[src/pdemux_pkg.sv]
package pdemux_pkg;

  //****************************************
  // Request destinations and PE FSM states
  //****************************************

  // Target of a core request
  typedef enum logic [1:0]
  {
    DEST_SH,   // Shared TCDM interconnect
    DEST_PE,   // Peripheral interconnect
    DEST_EXT   // External demux peripherals
  } dest_e;

  // One PE transaction at a time
  typedef enum logic [1:0]
  {
    PE_IDLE,     // Waiting for a PE request
    PE_PENDING,  // Request taken, response outstanding
    PE_GRANTED   // Response seen, core grant this cycle
  } pe_state_e;

  //****************************************
  // Address map
  //****************************************

  // Segment field, 1 MB per segment
  localparam int SEG_HI = 31;
  localparam int SEG_LO = 20;
  localparam int SEG_W  = 12;

  // Inside the DEM_PER segment this bit selects EXT over PE
  localparam int EXT_SEL_BIT = 14;

  // Nibble swapped by the address remap
  localparam int NIBBLE_HI = 31;
  localparam int NIBBLE_LO = 28;

  // Swapped with base_addr_i when the remap is on
  localparam logic [3:0] REMAP_NIBBLE = 4'h1;

endpackage

[src/pdemux_req_router.sv]
`timescale 1ns/1ps

module pdemux_req_router
#(
  parameter int          ADDR_WIDTH         = 32,
  parameter int          DATA_WIDTH         = 32,
  parameter int          BE_WIDTH           = DATA_WIDTH/8,
  parameter int          REMAP_ADDRESS      = 0,
  parameter int          CLUSTER_ALIAS      = 1,
  parameter logic [11:0] CLUSTER_ALIAS_BASE = 12'h000
)
(
  input  logic [3:0]              base_addr_i,
  input  logic [5:0]              cluster_id_i,

  input  logic                    data_req_i,
  input  logic [ADDR_WIDTH-1:0]   data_add_i,
  input  logic                    data_wen_i,
  input  logic [DATA_WIDTH-1:0]   data_wdata_i,
  input  logic [BE_WIDTH-1:0]     data_be_i,
  output logic                    data_gnt_o,

  // Payload shared by all three targets
  output logic [ADDR_WIDTH-1:0]   data_add_o,
  output logic                    data_wen_o,
  output logic [DATA_WIDTH-1:0]   data_wdata_o,
  output logic [BE_WIDTH-1:0]     data_be_o,

  output logic                    sh_req_o,
  input  logic                    sh_gnt_i,
  output logic                    ext_req_o,
  input  logic                    ext_gnt_i,
  output logic                    pe_req_o,    // To the PE bridge
  input  logic                    pe_gnt_i,    // Core grant from the PE bridge

  output pdemux_pkg::dest_e       dest_o,

  output logic                    perf_l2_ld_o,
  output logic                    perf_l2_st_o,
  output logic                    perf_l2_ld_cyc_o,
  output logic                    perf_l2_st_cyc_o
);

  localparam bit ALIAS_EN = (CLUSTER_ALIAS == 1);
  localparam logic [pdemux_pkg::SEG_W-1:0] ALIAS_DEM_PER = CLUSTER_ALIAS_BASE + 12'd2;

  logic [3:0]                    add_top;
  logic [ADDR_WIDTH-1:0]         data_add_int;
  logic [pdemux_pkg::SEG_W-1:0]  seg;
  logic [pdemux_pkg::SEG_W-1:0]  tcdm_rw;
  logic [pdemux_pkg::SEG_W-1:0]  dem_per;
  logic                          sh_hit;
  logic                          ext_hit;
  logic                          sel_gnt;
  logic                          l2_req;

  //****************************************
  // Address remap
  //****************************************
  generate
    if (REMAP_ADDRESS == 1)
    begin : gen_remap
      always_comb
      begin
        add_top = data_add_i[pdemux_pkg::NIBBLE_HI:pdemux_pkg::NIBBLE_LO];
        if (data_add_i[pdemux_pkg::NIBBLE_HI:pdemux_pkg::NIBBLE_LO] == base_addr_i)
          add_top = pdemux_pkg::REMAP_NIBBLE;   // Cluster base seen as 0x1
        else if (data_add_i[pdemux_pkg::NIBBLE_HI:pdemux_pkg::NIBBLE_LO] ==
                 pdemux_pkg::REMAP_NIBBLE)
          add_top = base_addr_i;                // 0x1 seen as cluster base
      end
    end
    else
    begin : gen_no_remap
      assign add_top = data_add_i[pdemux_pkg::NIBBLE_HI:pdemux_pkg::NIBBLE_LO];
    end
  endgenerate

  assign data_add_int = {add_top, data_add_i[pdemux_pkg::NIBBLE_LO-1:0]};
  assign seg          = data_add_int[pdemux_pkg::SEG_HI:pdemux_pkg::SEG_LO];

  //****************************************
  // Destination decode
  //****************************************
  // Four segments per cluster, TCDM_TS shares bits 11:1 with TCDM_RW
  assign tcdm_rw = {base_addr_i, 8'h00} + {4'h0, cluster_id_i, 2'b00};
  assign dem_per = tcdm_rw + 12'd2;

  assign sh_hit  = (seg[pdemux_pkg::SEG_W-1:1] == tcdm_rw[pdemux_pkg::SEG_W-1:1]) ||
                   (ALIAS_EN &&
                    (seg[pdemux_pkg::SEG_W-1:1] == CLUSTER_ALIAS_BASE[pdemux_pkg::SEG_W-1:1]));
  assign ext_hit = ((seg == dem_per) || (ALIAS_EN && (seg == ALIAS_DEM_PER))) &&
                   data_add_int[pdemux_pkg::EXT_SEL_BIT];

  always_comb
  begin
    if (sh_hit)
      dest_o = pdemux_pkg::DEST_SH;
    else if (ext_hit)
      dest_o = pdemux_pkg::DEST_EXT;
    else
      dest_o = pdemux_pkg::DEST_PE;   // Rest of the memory map
  end

  //****************************************
  // Request and grant steering
  //****************************************
  assign sh_req_o  = data_req_i & (dest_o == pdemux_pkg::DEST_SH);
  assign ext_req_o = data_req_i & (dest_o == pdemux_pkg::DEST_EXT);
  assign pe_req_o  = data_req_i & (dest_o == pdemux_pkg::DEST_PE);

  always_comb
  begin
    case (dest_o)
      pdemux_pkg::DEST_SH:  sel_gnt = sh_gnt_i;
      pdemux_pkg::DEST_EXT: sel_gnt = ext_gnt_i;
      default:              sel_gnt = pe_gnt_i;
    endcase
  end

  assign data_gnt_o   = data_req_i & sel_gnt;

  assign data_add_o   = data_add_int;
  assign data_wen_o   = data_wen_i;
  assign data_wdata_o = data_wdata_i;
  assign data_be_o    = data_be_i;

  // L2 level means EXT or PE
  assign l2_req = data_req_i & (dest_o != pdemux_pkg::DEST_SH);

  assign perf_l2_ld_o     = l2_req & sel_gnt & data_wen_i;
  assign perf_l2_st_o     = l2_req & sel_gnt & ~data_wen_i;
  assign perf_l2_ld_cyc_o = l2_req & data_wen_i;    // Includes stalled cycles
  assign perf_l2_st_cyc_o = l2_req & ~data_wen_i;

endmodule

[src/pdemux_pe_bridge.sv]
`timescale 1ns/1ps

module pdemux_pe_bridge
#(
  parameter int DATA_WIDTH = 32
)
(
  input  logic                    clk,
  input  logic                    rst_ni,

  // From the router
  input  logic                    pe_req_i,
  output logic                    pe_gnt_o,

  // PE port
  output logic                    pe_port_req_o,
  input  logic                    pe_port_gnt_i,
  input  logic                    pe_port_r_valid_i,
  input  logic [DATA_WIDTH-1:0]   pe_port_r_rdata_i,
  input  logic                    pe_port_r_opc_i,

  // Towards the response merge
  output logic                    pe_rsp_valid_o,
  output logic [DATA_WIDTH-1:0]   pe_rsp_rdata_o,
  output logic                    pe_rsp_opc_o
);

  pdemux_pkg::pe_state_e  state_q;
  pdemux_pkg::pe_state_e  state_d;

  logic                   valid0_q;
  logic [DATA_WIDTH-1:0]  rdata0_q;
  logic                   opc0_q;
  logic                   valid1_q;
  logic [DATA_WIDTH-1:0]  rdata1_q;
  logic                   opc1_q;

  //****************************************
  // PE transaction FSM
  //****************************************
  always_ff @(posedge clk, negedge rst_ni)
  begin
    if (!rst_ni)
      state_q <= pdemux_pkg::PE_IDLE;
    else
      state_q <= state_d;
  end

  always_comb
  begin
    state_d       = state_q;
    pe_port_req_o = 1'b0;
    pe_gnt_o      = 1'b0;

    case (state_q)
      pdemux_pkg::PE_IDLE:
      begin
        pe_port_req_o = pe_req_i;
        if (pe_req_i && pe_port_gnt_i)
          state_d = pdemux_pkg::PE_PENDING;
      end

      pdemux_pkg::PE_PENDING:
      begin
        // Latency set by the peripheral
        if (pe_port_r_valid_i)
          state_d = pdemux_pkg::PE_GRANTED;
      end

      pdemux_pkg::PE_GRANTED:
      begin
        pe_gnt_o = 1'b1;   // Core grant once the response is back
        state_d  = pdemux_pkg::PE_IDLE;
      end

      default:
      begin
        state_d = pdemux_pkg::PE_IDLE;
      end
    endcase
  end

  //****************************************
  // Response pipeline, two stages
  //****************************************
  always_ff @(posedge clk, negedge rst_ni)
  begin
    if (!rst_ni)
    begin
      valid0_q <= 1'b0;
      valid1_q <= 1'b0;
    end
    else
    begin
      valid0_q <= pe_port_r_valid_i;
      valid1_q <= valid0_q;
    end
  end

  always_ff @(posedge clk)
  begin
    if (pe_port_r_valid_i)
    begin
      rdata0_q <= pe_port_r_rdata_i;
      opc0_q   <= pe_port_r_opc_i;
    end
    if (valid0_q)
    begin
      rdata1_q <= rdata0_q;
      opc1_q   <= opc0_q;
    end
  end

  assign pe_rsp_valid_o = valid1_q;   // Two cycles after the PE r_valid
  assign pe_rsp_rdata_o = rdata1_q;
  assign pe_rsp_opc_o   = opc1_q;

endmodule

[src/pdemux_resp_merge.sv]
`timescale 1ns/1ps

module pdemux_resp_merge
#(
  parameter int DATA_WIDTH = 32
)
(
  input  logic                    clk,
  input  logic                    rst_ni,

  input  logic                    data_req_i,
  input  pdemux_pkg::dest_e       dest_i,

  input  logic                    sh_r_valid_i,
  input  logic [DATA_WIDTH-1:0]   sh_r_rdata_i,
  input  logic                    ext_r_valid_i,
  input  logic [DATA_WIDTH-1:0]   ext_r_rdata_i,
  input  logic                    ext_r_opc_i,
  input  logic                    pe_rsp_valid_i,
  input  logic [DATA_WIDTH-1:0]   pe_rsp_rdata_i,
  input  logic                    pe_rsp_opc_i,

  output logic                    data_r_valid_o,
  output logic [DATA_WIDTH-1:0]   data_r_rdata_o,
  output logic                    data_r_opc_o
);

  pdemux_pkg::dest_e  dest_q;   // Target of the last request

  always_ff @(posedge clk, negedge rst_ni)
  begin
    if (!rst_ni)
      dest_q <= pdemux_pkg::DEST_SH;
    else if (data_req_i)
      dest_q <= dest_i;
  end

  //****************************************
  // Response select
  //****************************************
  always_comb
  begin
    case (dest_q)
      pdemux_pkg::DEST_PE:
      begin
        data_r_valid_o = pe_rsp_valid_i;
        data_r_rdata_o = pe_rsp_rdata_i;
        data_r_opc_o   = pe_rsp_opc_i;
      end
      pdemux_pkg::DEST_EXT:
      begin
        data_r_valid_o = ext_r_valid_i;
        data_r_rdata_o = ext_r_rdata_i;
        data_r_opc_o   = ext_r_opc_i;
      end
      default:
      begin
        data_r_valid_o = sh_r_valid_i;
        data_r_rdata_o = sh_r_rdata_i;
        data_r_opc_o   = 1'b0;         // TCDM never errors
      end
    endcase
  end

endmodule

[src/data_periph_demux.sv]
`timescale 1ns/1ps

module data_periph_demux
#(
  parameter int          ADDR_WIDTH         = 32,
  parameter int          DATA_WIDTH         = 32,
  parameter int          REMAP_ADDRESS      = 0,
  parameter int          CLUSTER_ALIAS      = 1,
  parameter logic [11:0] CLUSTER_ALIAS_BASE = 12'h000
)
(
  input  logic                        clk,
  input  logic                        rst_ni,
  input  logic [3:0]                  base_addr_i,
  input  logic [5:0]                  cluster_id_i,

  // Core side
  input  logic                        data_req_i,
  input  logic [ADDR_WIDTH-1:0]       data_add_i,
  input  logic                        data_wen_i,     // 1 = load
  input  logic [DATA_WIDTH-1:0]       data_wdata_i,
  input  logic [DATA_WIDTH/8-1:0]     data_be_i,
  output logic                        data_gnt_o,
  output logic                        data_r_valid_o,
  output logic [DATA_WIDTH-1:0]       data_r_rdata_o,
  output logic                        data_r_opc_o,

  // Shared TCDM interconnect
  output logic                        data_req_sh_o,
  output logic [ADDR_WIDTH-1:0]       data_add_sh_o,
  output logic                        data_wen_sh_o,
  output logic [DATA_WIDTH-1:0]       data_wdata_sh_o,
  output logic [DATA_WIDTH/8-1:0]     data_be_sh_o,
  input  logic                        data_gnt_sh_i,
  input  logic                        data_r_valid_sh_i,
  input  logic [DATA_WIDTH-1:0]       data_r_rdata_sh_i,

  // External demux peripherals
  output logic                        data_req_ext_o,
  output logic [ADDR_WIDTH-1:0]       data_add_ext_o,
  output logic                        data_wen_ext_o,
  output logic [DATA_WIDTH-1:0]       data_wdata_ext_o,
  output logic [DATA_WIDTH/8-1:0]     data_be_ext_o,
  input  logic                        data_gnt_ext_i,
  input  logic                        data_r_valid_ext_i,
  input  logic [DATA_WIDTH-1:0]       data_r_rdata_ext_i,
  input  logic                        data_r_opc_ext_i,

  // Peripheral interconnect
  output logic                        data_req_pe_o,
  output logic [ADDR_WIDTH-1:0]       data_add_pe_o,
  output logic                        data_wen_pe_o,
  output logic [DATA_WIDTH-1:0]       data_wdata_pe_o,
  output logic [DATA_WIDTH/8-1:0]     data_be_pe_o,
  input  logic                        data_gnt_pe_i,
  input  logic                        data_r_valid_pe_i,
  input  logic [DATA_WIDTH-1:0]       data_r_rdata_pe_i,
  input  logic                        data_r_opc_pe_i,

  // Performance strobes
  output logic                        perf_l2_ld_o,
  output logic                        perf_l2_st_o,
  output logic                        perf_l2_ld_cyc_o,
  output logic                        perf_l2_st_cyc_o
);

  localparam int BE_WIDTH = DATA_WIDTH/8;

  logic [ADDR_WIDTH-1:0]  s_add;
  logic                   s_wen;
  logic [DATA_WIDTH-1:0]  s_wdata;
  logic [BE_WIDTH-1:0]    s_be;
  logic                   s_pe_req;
  logic                   s_pe_gnt;
  pdemux_pkg::dest_e      s_dest;
  logic                   s_pe_rsp_valid;
  logic [DATA_WIDTH-1:0]  s_pe_rsp_rdata;
  logic                   s_pe_rsp_opc;

  // Same payload on every target port
  assign data_add_sh_o    = s_add;
  assign data_wen_sh_o    = s_wen;
  assign data_wdata_sh_o  = s_wdata;
  assign data_be_sh_o     = s_be;
  assign data_add_ext_o   = s_add;
  assign data_wen_ext_o   = s_wen;
  assign data_wdata_ext_o = s_wdata;
  assign data_be_ext_o    = s_be;
  assign data_add_pe_o    = s_add;
  assign data_wen_pe_o    = s_wen;
  assign data_wdata_pe_o  = s_wdata;
  assign data_be_pe_o     = s_be;

  pdemux_req_router #(
    .ADDR_WIDTH         (ADDR_WIDTH),
    .DATA_WIDTH         (DATA_WIDTH),
    .BE_WIDTH           (BE_WIDTH),
    .REMAP_ADDRESS      (REMAP_ADDRESS),
    .CLUSTER_ALIAS      (CLUSTER_ALIAS),
    .CLUSTER_ALIAS_BASE (CLUSTER_ALIAS_BASE)
  ) i_req_router (
    .base_addr_i      (base_addr_i),
    .cluster_id_i     (cluster_id_i),
    .data_req_i       (data_req_i),
    .data_add_i       (data_add_i),
    .data_wen_i       (data_wen_i),
    .data_wdata_i     (data_wdata_i),
    .data_be_i        (data_be_i),
    .data_gnt_o       (data_gnt_o),
    .data_add_o       (s_add),
    .data_wen_o       (s_wen),
    .data_wdata_o     (s_wdata),
    .data_be_o        (s_be),
    .sh_req_o         (data_req_sh_o),
    .sh_gnt_i         (data_gnt_sh_i),
    .ext_req_o        (data_req_ext_o),
    .ext_gnt_i        (data_gnt_ext_i),
    .pe_req_o         (s_pe_req),
    .pe_gnt_i         (s_pe_gnt),
    .dest_o           (s_dest),
    .perf_l2_ld_o     (perf_l2_ld_o),
    .perf_l2_st_o     (perf_l2_st_o),
    .perf_l2_ld_cyc_o (perf_l2_ld_cyc_o),
    .perf_l2_st_cyc_o (perf_l2_st_cyc_o)
  );

  pdemux_pe_bridge #(
    .DATA_WIDTH (DATA_WIDTH)
  ) i_pe_bridge (
    .clk               (clk),
    .rst_ni            (rst_ni),
    .pe_req_i          (s_pe_req),
    .pe_gnt_o          (s_pe_gnt),
    .pe_port_req_o     (data_req_pe_o),
    .pe_port_gnt_i     (data_gnt_pe_i),
    .pe_port_r_valid_i (data_r_valid_pe_i),
    .pe_port_r_rdata_i (data_r_rdata_pe_i),
    .pe_port_r_opc_i   (data_r_opc_pe_i),
    .pe_rsp_valid_o    (s_pe_rsp_valid),
    .pe_rsp_rdata_o    (s_pe_rsp_rdata),
    .pe_rsp_opc_o      (s_pe_rsp_opc)
  );

  pdemux_resp_merge #(
    .DATA_WIDTH (DATA_WIDTH)
  ) i_resp_merge (
    .clk            (clk),
    .rst_ni         (rst_ni),
    .data_req_i     (data_req_i),
    .dest_i         (s_dest),
    .sh_r_valid_i   (data_r_valid_sh_i),
    .sh_r_rdata_i   (data_r_rdata_sh_i),
    .ext_r_valid_i  (data_r_valid_ext_i),
    .ext_r_rdata_i  (data_r_rdata_ext_i),
    .ext_r_opc_i    (data_r_opc_ext_i),
    .pe_rsp_valid_i (s_pe_rsp_valid),
    .pe_rsp_rdata_i (s_pe_rsp_rdata),
    .pe_rsp_opc_i   (s_pe_rsp_opc),
    .data_r_valid_o (data_r_valid_o),
    .data_r_rdata_o (data_r_rdata_o),
    .data_r_opc_o   (data_r_opc_o)
  );

endmodule

[config.mk]
export PLATFORM = sky130hd
export DESIGN_NAME = data_periph_demux
export DESIGN_NICKNAME = d
export VERILOG_FILES = /design/src/pdemux_pkg.sv /design/src/pdemux_req_router.sv /design/src/pdemux_pe_bridge.sv /design/src/pdemux_resp_merge.sv /design/src/data_periph_demux.sv
export SDC_FILE = /design/constraint.sdc
export NUM_CORES = 1
export LEC_CHECK = 0
export ABC_CLOCK_PERIOD_IN_PS = 2400
export BUFFER_PORTS_ARGS = -buffer_cell sky130_fd_sc_hd__buf_2
export CAP_MARGIN = 20
export CORE_AREA = 4 4 166 168
export CTS_CLUSTER_DIAMETER = 80
export DETAILED_ROUTE_END_ITERATION = 16
export DIE_AREA = 0 0 170 172
export HOLD_SLACK_MARGIN = 0.06
export PLACE_DENSITY_LB_ADDON = 0.15
export SYNTH_ARGS = -nofsm -noshare
export SYNTH_HDL_FRONTEND = slang
export SYNTH_HIERARCHICAL = 1
export SYNTH_SLANG_ARGS = --single-unit
[constraint.sdc]
create_clock -name clk -period 2.4 [get_ports clk]
set_clock_uncertainty 0.05 [all_clocks]
set_input_delay 0.36 -clock clk [delete_from_list [all_inputs] [get_ports clk]]
set_output_delay 0.36 -clock clk [all_outputs]
set_load 0.05 [all_outputs]
==> results.md <==
* Layout cell share with drive strength beyond 1 at 0.627
* WL final at 14.4 mm
* Depth of the CTS H-tree at 3
* Mean Syn Cell Area at 11.1 sq um
* Layout Area Growth over Synthesis at 7.86%
* Hold_sp: data_r_rdata_pe_i[22]
* Max Clock Freq at 408 MHz
* Crit share post-route at 1.02
* DRC at 0
* CTS Buffer Depth at 2
* Status: finished with violations
* Slew HR at 0.680
* Core Util, Final at 0.205
* Total Nets Final at 655
* Failing checks: setup timing
* Cell area after synthesis at 4940 sq um
* Final WS setup at -0.0530 ns
* DRT antenna net count at 0
* Register bit total from synthesis at 72
* Clock Latency Late Sink at 0.33 ns
* Detailed Routing Iterations Pass 1 at 4
* Initial antenna violation count at 5
* Top delay family on crit path: simple AND/OR/NAND/NOR gates
* TNS Setup at -0.192 ns
* Setup Viol. Count Final at 5
* Yosys top cell area share at 0.402
* First-pass GRT wire length at 19.7 mm
* Slowest cell on crit path: or4_4
* Worst hold endpoint: i_pe_bridge/rdata0_q[22]
* RSZ-0062 raised after global routing: yes
* Port Buffers at 214
* Post-synth EDFFs at 66
* Detailed Place HPWL at 11.8 mm
* Arr. time, crit path at 2.04 ns
* Worst Setup SP: data_add_i[24]
* Largest net degree at the start of global routing at 48
* Clk pin slew, worst setup/hold paths at 0.06 ns
* I/O Pins at 435
* Vias in the first global route at 3,107
* Postcts setup bufs at 0
* Worst r2r src: i_pe_bridge/valid0_q
* RR Endpoint: i_pe_bridge/pe_rsp_rdata_o[17]
* GRT Overall Usage at 0.0913
* Top cells by area, synth: edfxtp_1 40%, buf_4 32%, a22oi_2 7.4%
* Die height at 172 um
* CTS tree: yes
* CP endpoint kind: primary output
* GRT overflow at 0
* Asr flop ratio synth at 0.0833
* Hold Crit Class: input port to flip-flop
* Crit start category: input port
* DIE AREA at 29,200 sq um
* Syn. warnings at 6
* Buf+Inv Stages, Crit Path at 3
* Syn nets at 633
* WHS Path Cells at 1
* Flop-to-flop setup slack at 1.26 ns
* Via-per-instance ratio at 3.59
* Total number of vias at 2,898
* Cell row count at 59
* VDD IR max at 0.292 mV
* Crit Path Category: input port to primary output
* CP dominant cell by count: buf_6
* Maximum Capacitance Violations at 0
* Final hold vios at 0
* Core ar. at 25,900 sq um
* Wire per inst at 17.8 um
* Cell count after synthesis at 445
* Initial Util at 0.190
* Worst Path Max Fanout at 7
* Worst path cell trace: buf_6 -> or4_4 -> nor4_4 -> a41oi_4 -> o21a_2 -> buf_4 -> and2_4 -> buf_6
* Sequential share of the synthesized area at 0.432
* Synth unique cells at 37
* Clock sink count at 72
* Worst EP required at 1.99 ns
* Count leader, synth: buf_4
* Synth Flop Type: edfxtp_1
* Leading area contributor after synthesis: edfxtp_1
* Gp weighted congestion at 0.774
* CTS root buf: clkbuf_16
* R2R depth at 1
* Leakage at 0.00224 uW
* Die W at 170 um
* Final min period at 2.45 ns
* Most common library cells after synthesis: 210 x buf_4, 66 x edfxtp_1, 35 x nand2_1
* PwrDens at 722 nW/um^2
* Slew Limit Fails at 0
* Crit-path max cell delay at 0.53 ns
* TritonCTS Buffers at 9
* DRT iter0 DRCs at 78
* Worst-Margin Slew at 0.480 ns
==> metal layers <==
metal | vias up | wire, um | GRT usage
li1 | 1364 | - | -
met1 | 1255 | 4910 | 0.0941
met2 | 201 | 6820 | 0.148
met3 | 70 | 1740 | 0.0446
met4 | 8 | 819 | 0.0590
met5 | - | 67 | 0
==> power by group <==
| part | internal, uW | switching [uW] | leakage [uW] |
|---|---|---|---|
| combinational | 264 | 622 | 0.00137 |
| sequential | 1490 | 46.8 | 0.000720 |
| clock | 909 | 512 | 0.000148 |
| total | 2670 | 1180 | 0.00224 |
==> repair_timing <==
| action | 4_1_cts | 5_1_grt |
|---|---|---|
| endpoints found under the setup margin | 6 | 31 |
| hold buffers | 1 | 0 |
| pin swaps | 3 | 1 |
| hold endpoints to repair | 6 | 0 |
| resized for setup | 20 | 8 |
==> cell type report <==
class / instances / area [sq um]
clock buffers: 9 / 225
inverters: 4 / 15.0
clock inverters: 7 / 96.3
fillers: 2842 / 20600
flip-flops and latches: 72 / 2130
well taps: 335 / 419
multi-input cells: 147 / 1130
repair buffers: 233 / 1310
diodes: 1 / 2.50
==> stage by stage <==
stage	cell area (sq um)	hold WS, ns	setup WS [ns]	cells	total power, uW
floorplan	4940	0.0144	-0.0764	445	2930
global placement	4880	0.142	-0.170	790	2440
global route	5320	0.136	-0.109	807	4030
detailed placement	4880	0.155	-0.169	790	2440
CTS	5280	0.137	-0.0602	807	3910
finish	5320	0.153	-0.0530	808	3850
==> cells by family (layout without fill, tap and decap cells) <==
kind of cell	count (synthesis)	in the layout	synth area share
adder cells (fa/ha/maj)	2	2	0.00507
AND/OR/NAND/NOR	56	56	0.0588
XOR/XNOR	10	10	0.0177
AO/OA/AOI/OAI	79	79	0.135
buffers and inverters	226	253	0.351
other	0	1	0
flip-flops	72	72	0.432
==> sequential cells by signal, indices dropped and copies added (netlist names) <==
name                        count
i_pe_bridge/rdata0_q           32
i_pe_bridge/pe_rsp_rdata_o     32
i_pe_bridge/pe_rsp_valid_o      1
i_pe_bridge/valid0_q            1
i_pe_bridge/pe_rsp_opc_o        1
i_resp_merge/dest_q             2
i_pe_bridge/state_q             2
i_pe_bridge/opc0_q              1
==> placed cells by master (no fill, tap or decap), types with 3 or more instances in the layout <==
cell type   instances
nand2b_1            3
buf_6               9
clkbuf_16           9
o21ai_0             7
clkinvlp_4          3
a22oi_1             5
edfxtp_1           66
nor2_1              4
a22oi_2            29
inv_1               4
nand2_1            35
xor2_1              8
dfrtp_1             6
buf_4              16
o21ai_1            27
clkbuf_4            3
buf_2             202
==> worst max-delay path by stage <==
stage                            end  slack (ns)  depth (start not counted)
floorplan             data_req_ext_o       -0.08                          5
global placement       data_req_pe_o       -0.17                          8
detailed placement     data_req_pe_o       -0.17                          8
CTS                    data_req_pe_o       -0.06                          8
global route        perf_l2_st_cyc_o       -0.11                          8
finish              perf_l2_st_cyc_o       -0.05                          8
(Power assumes the default switching activity.)
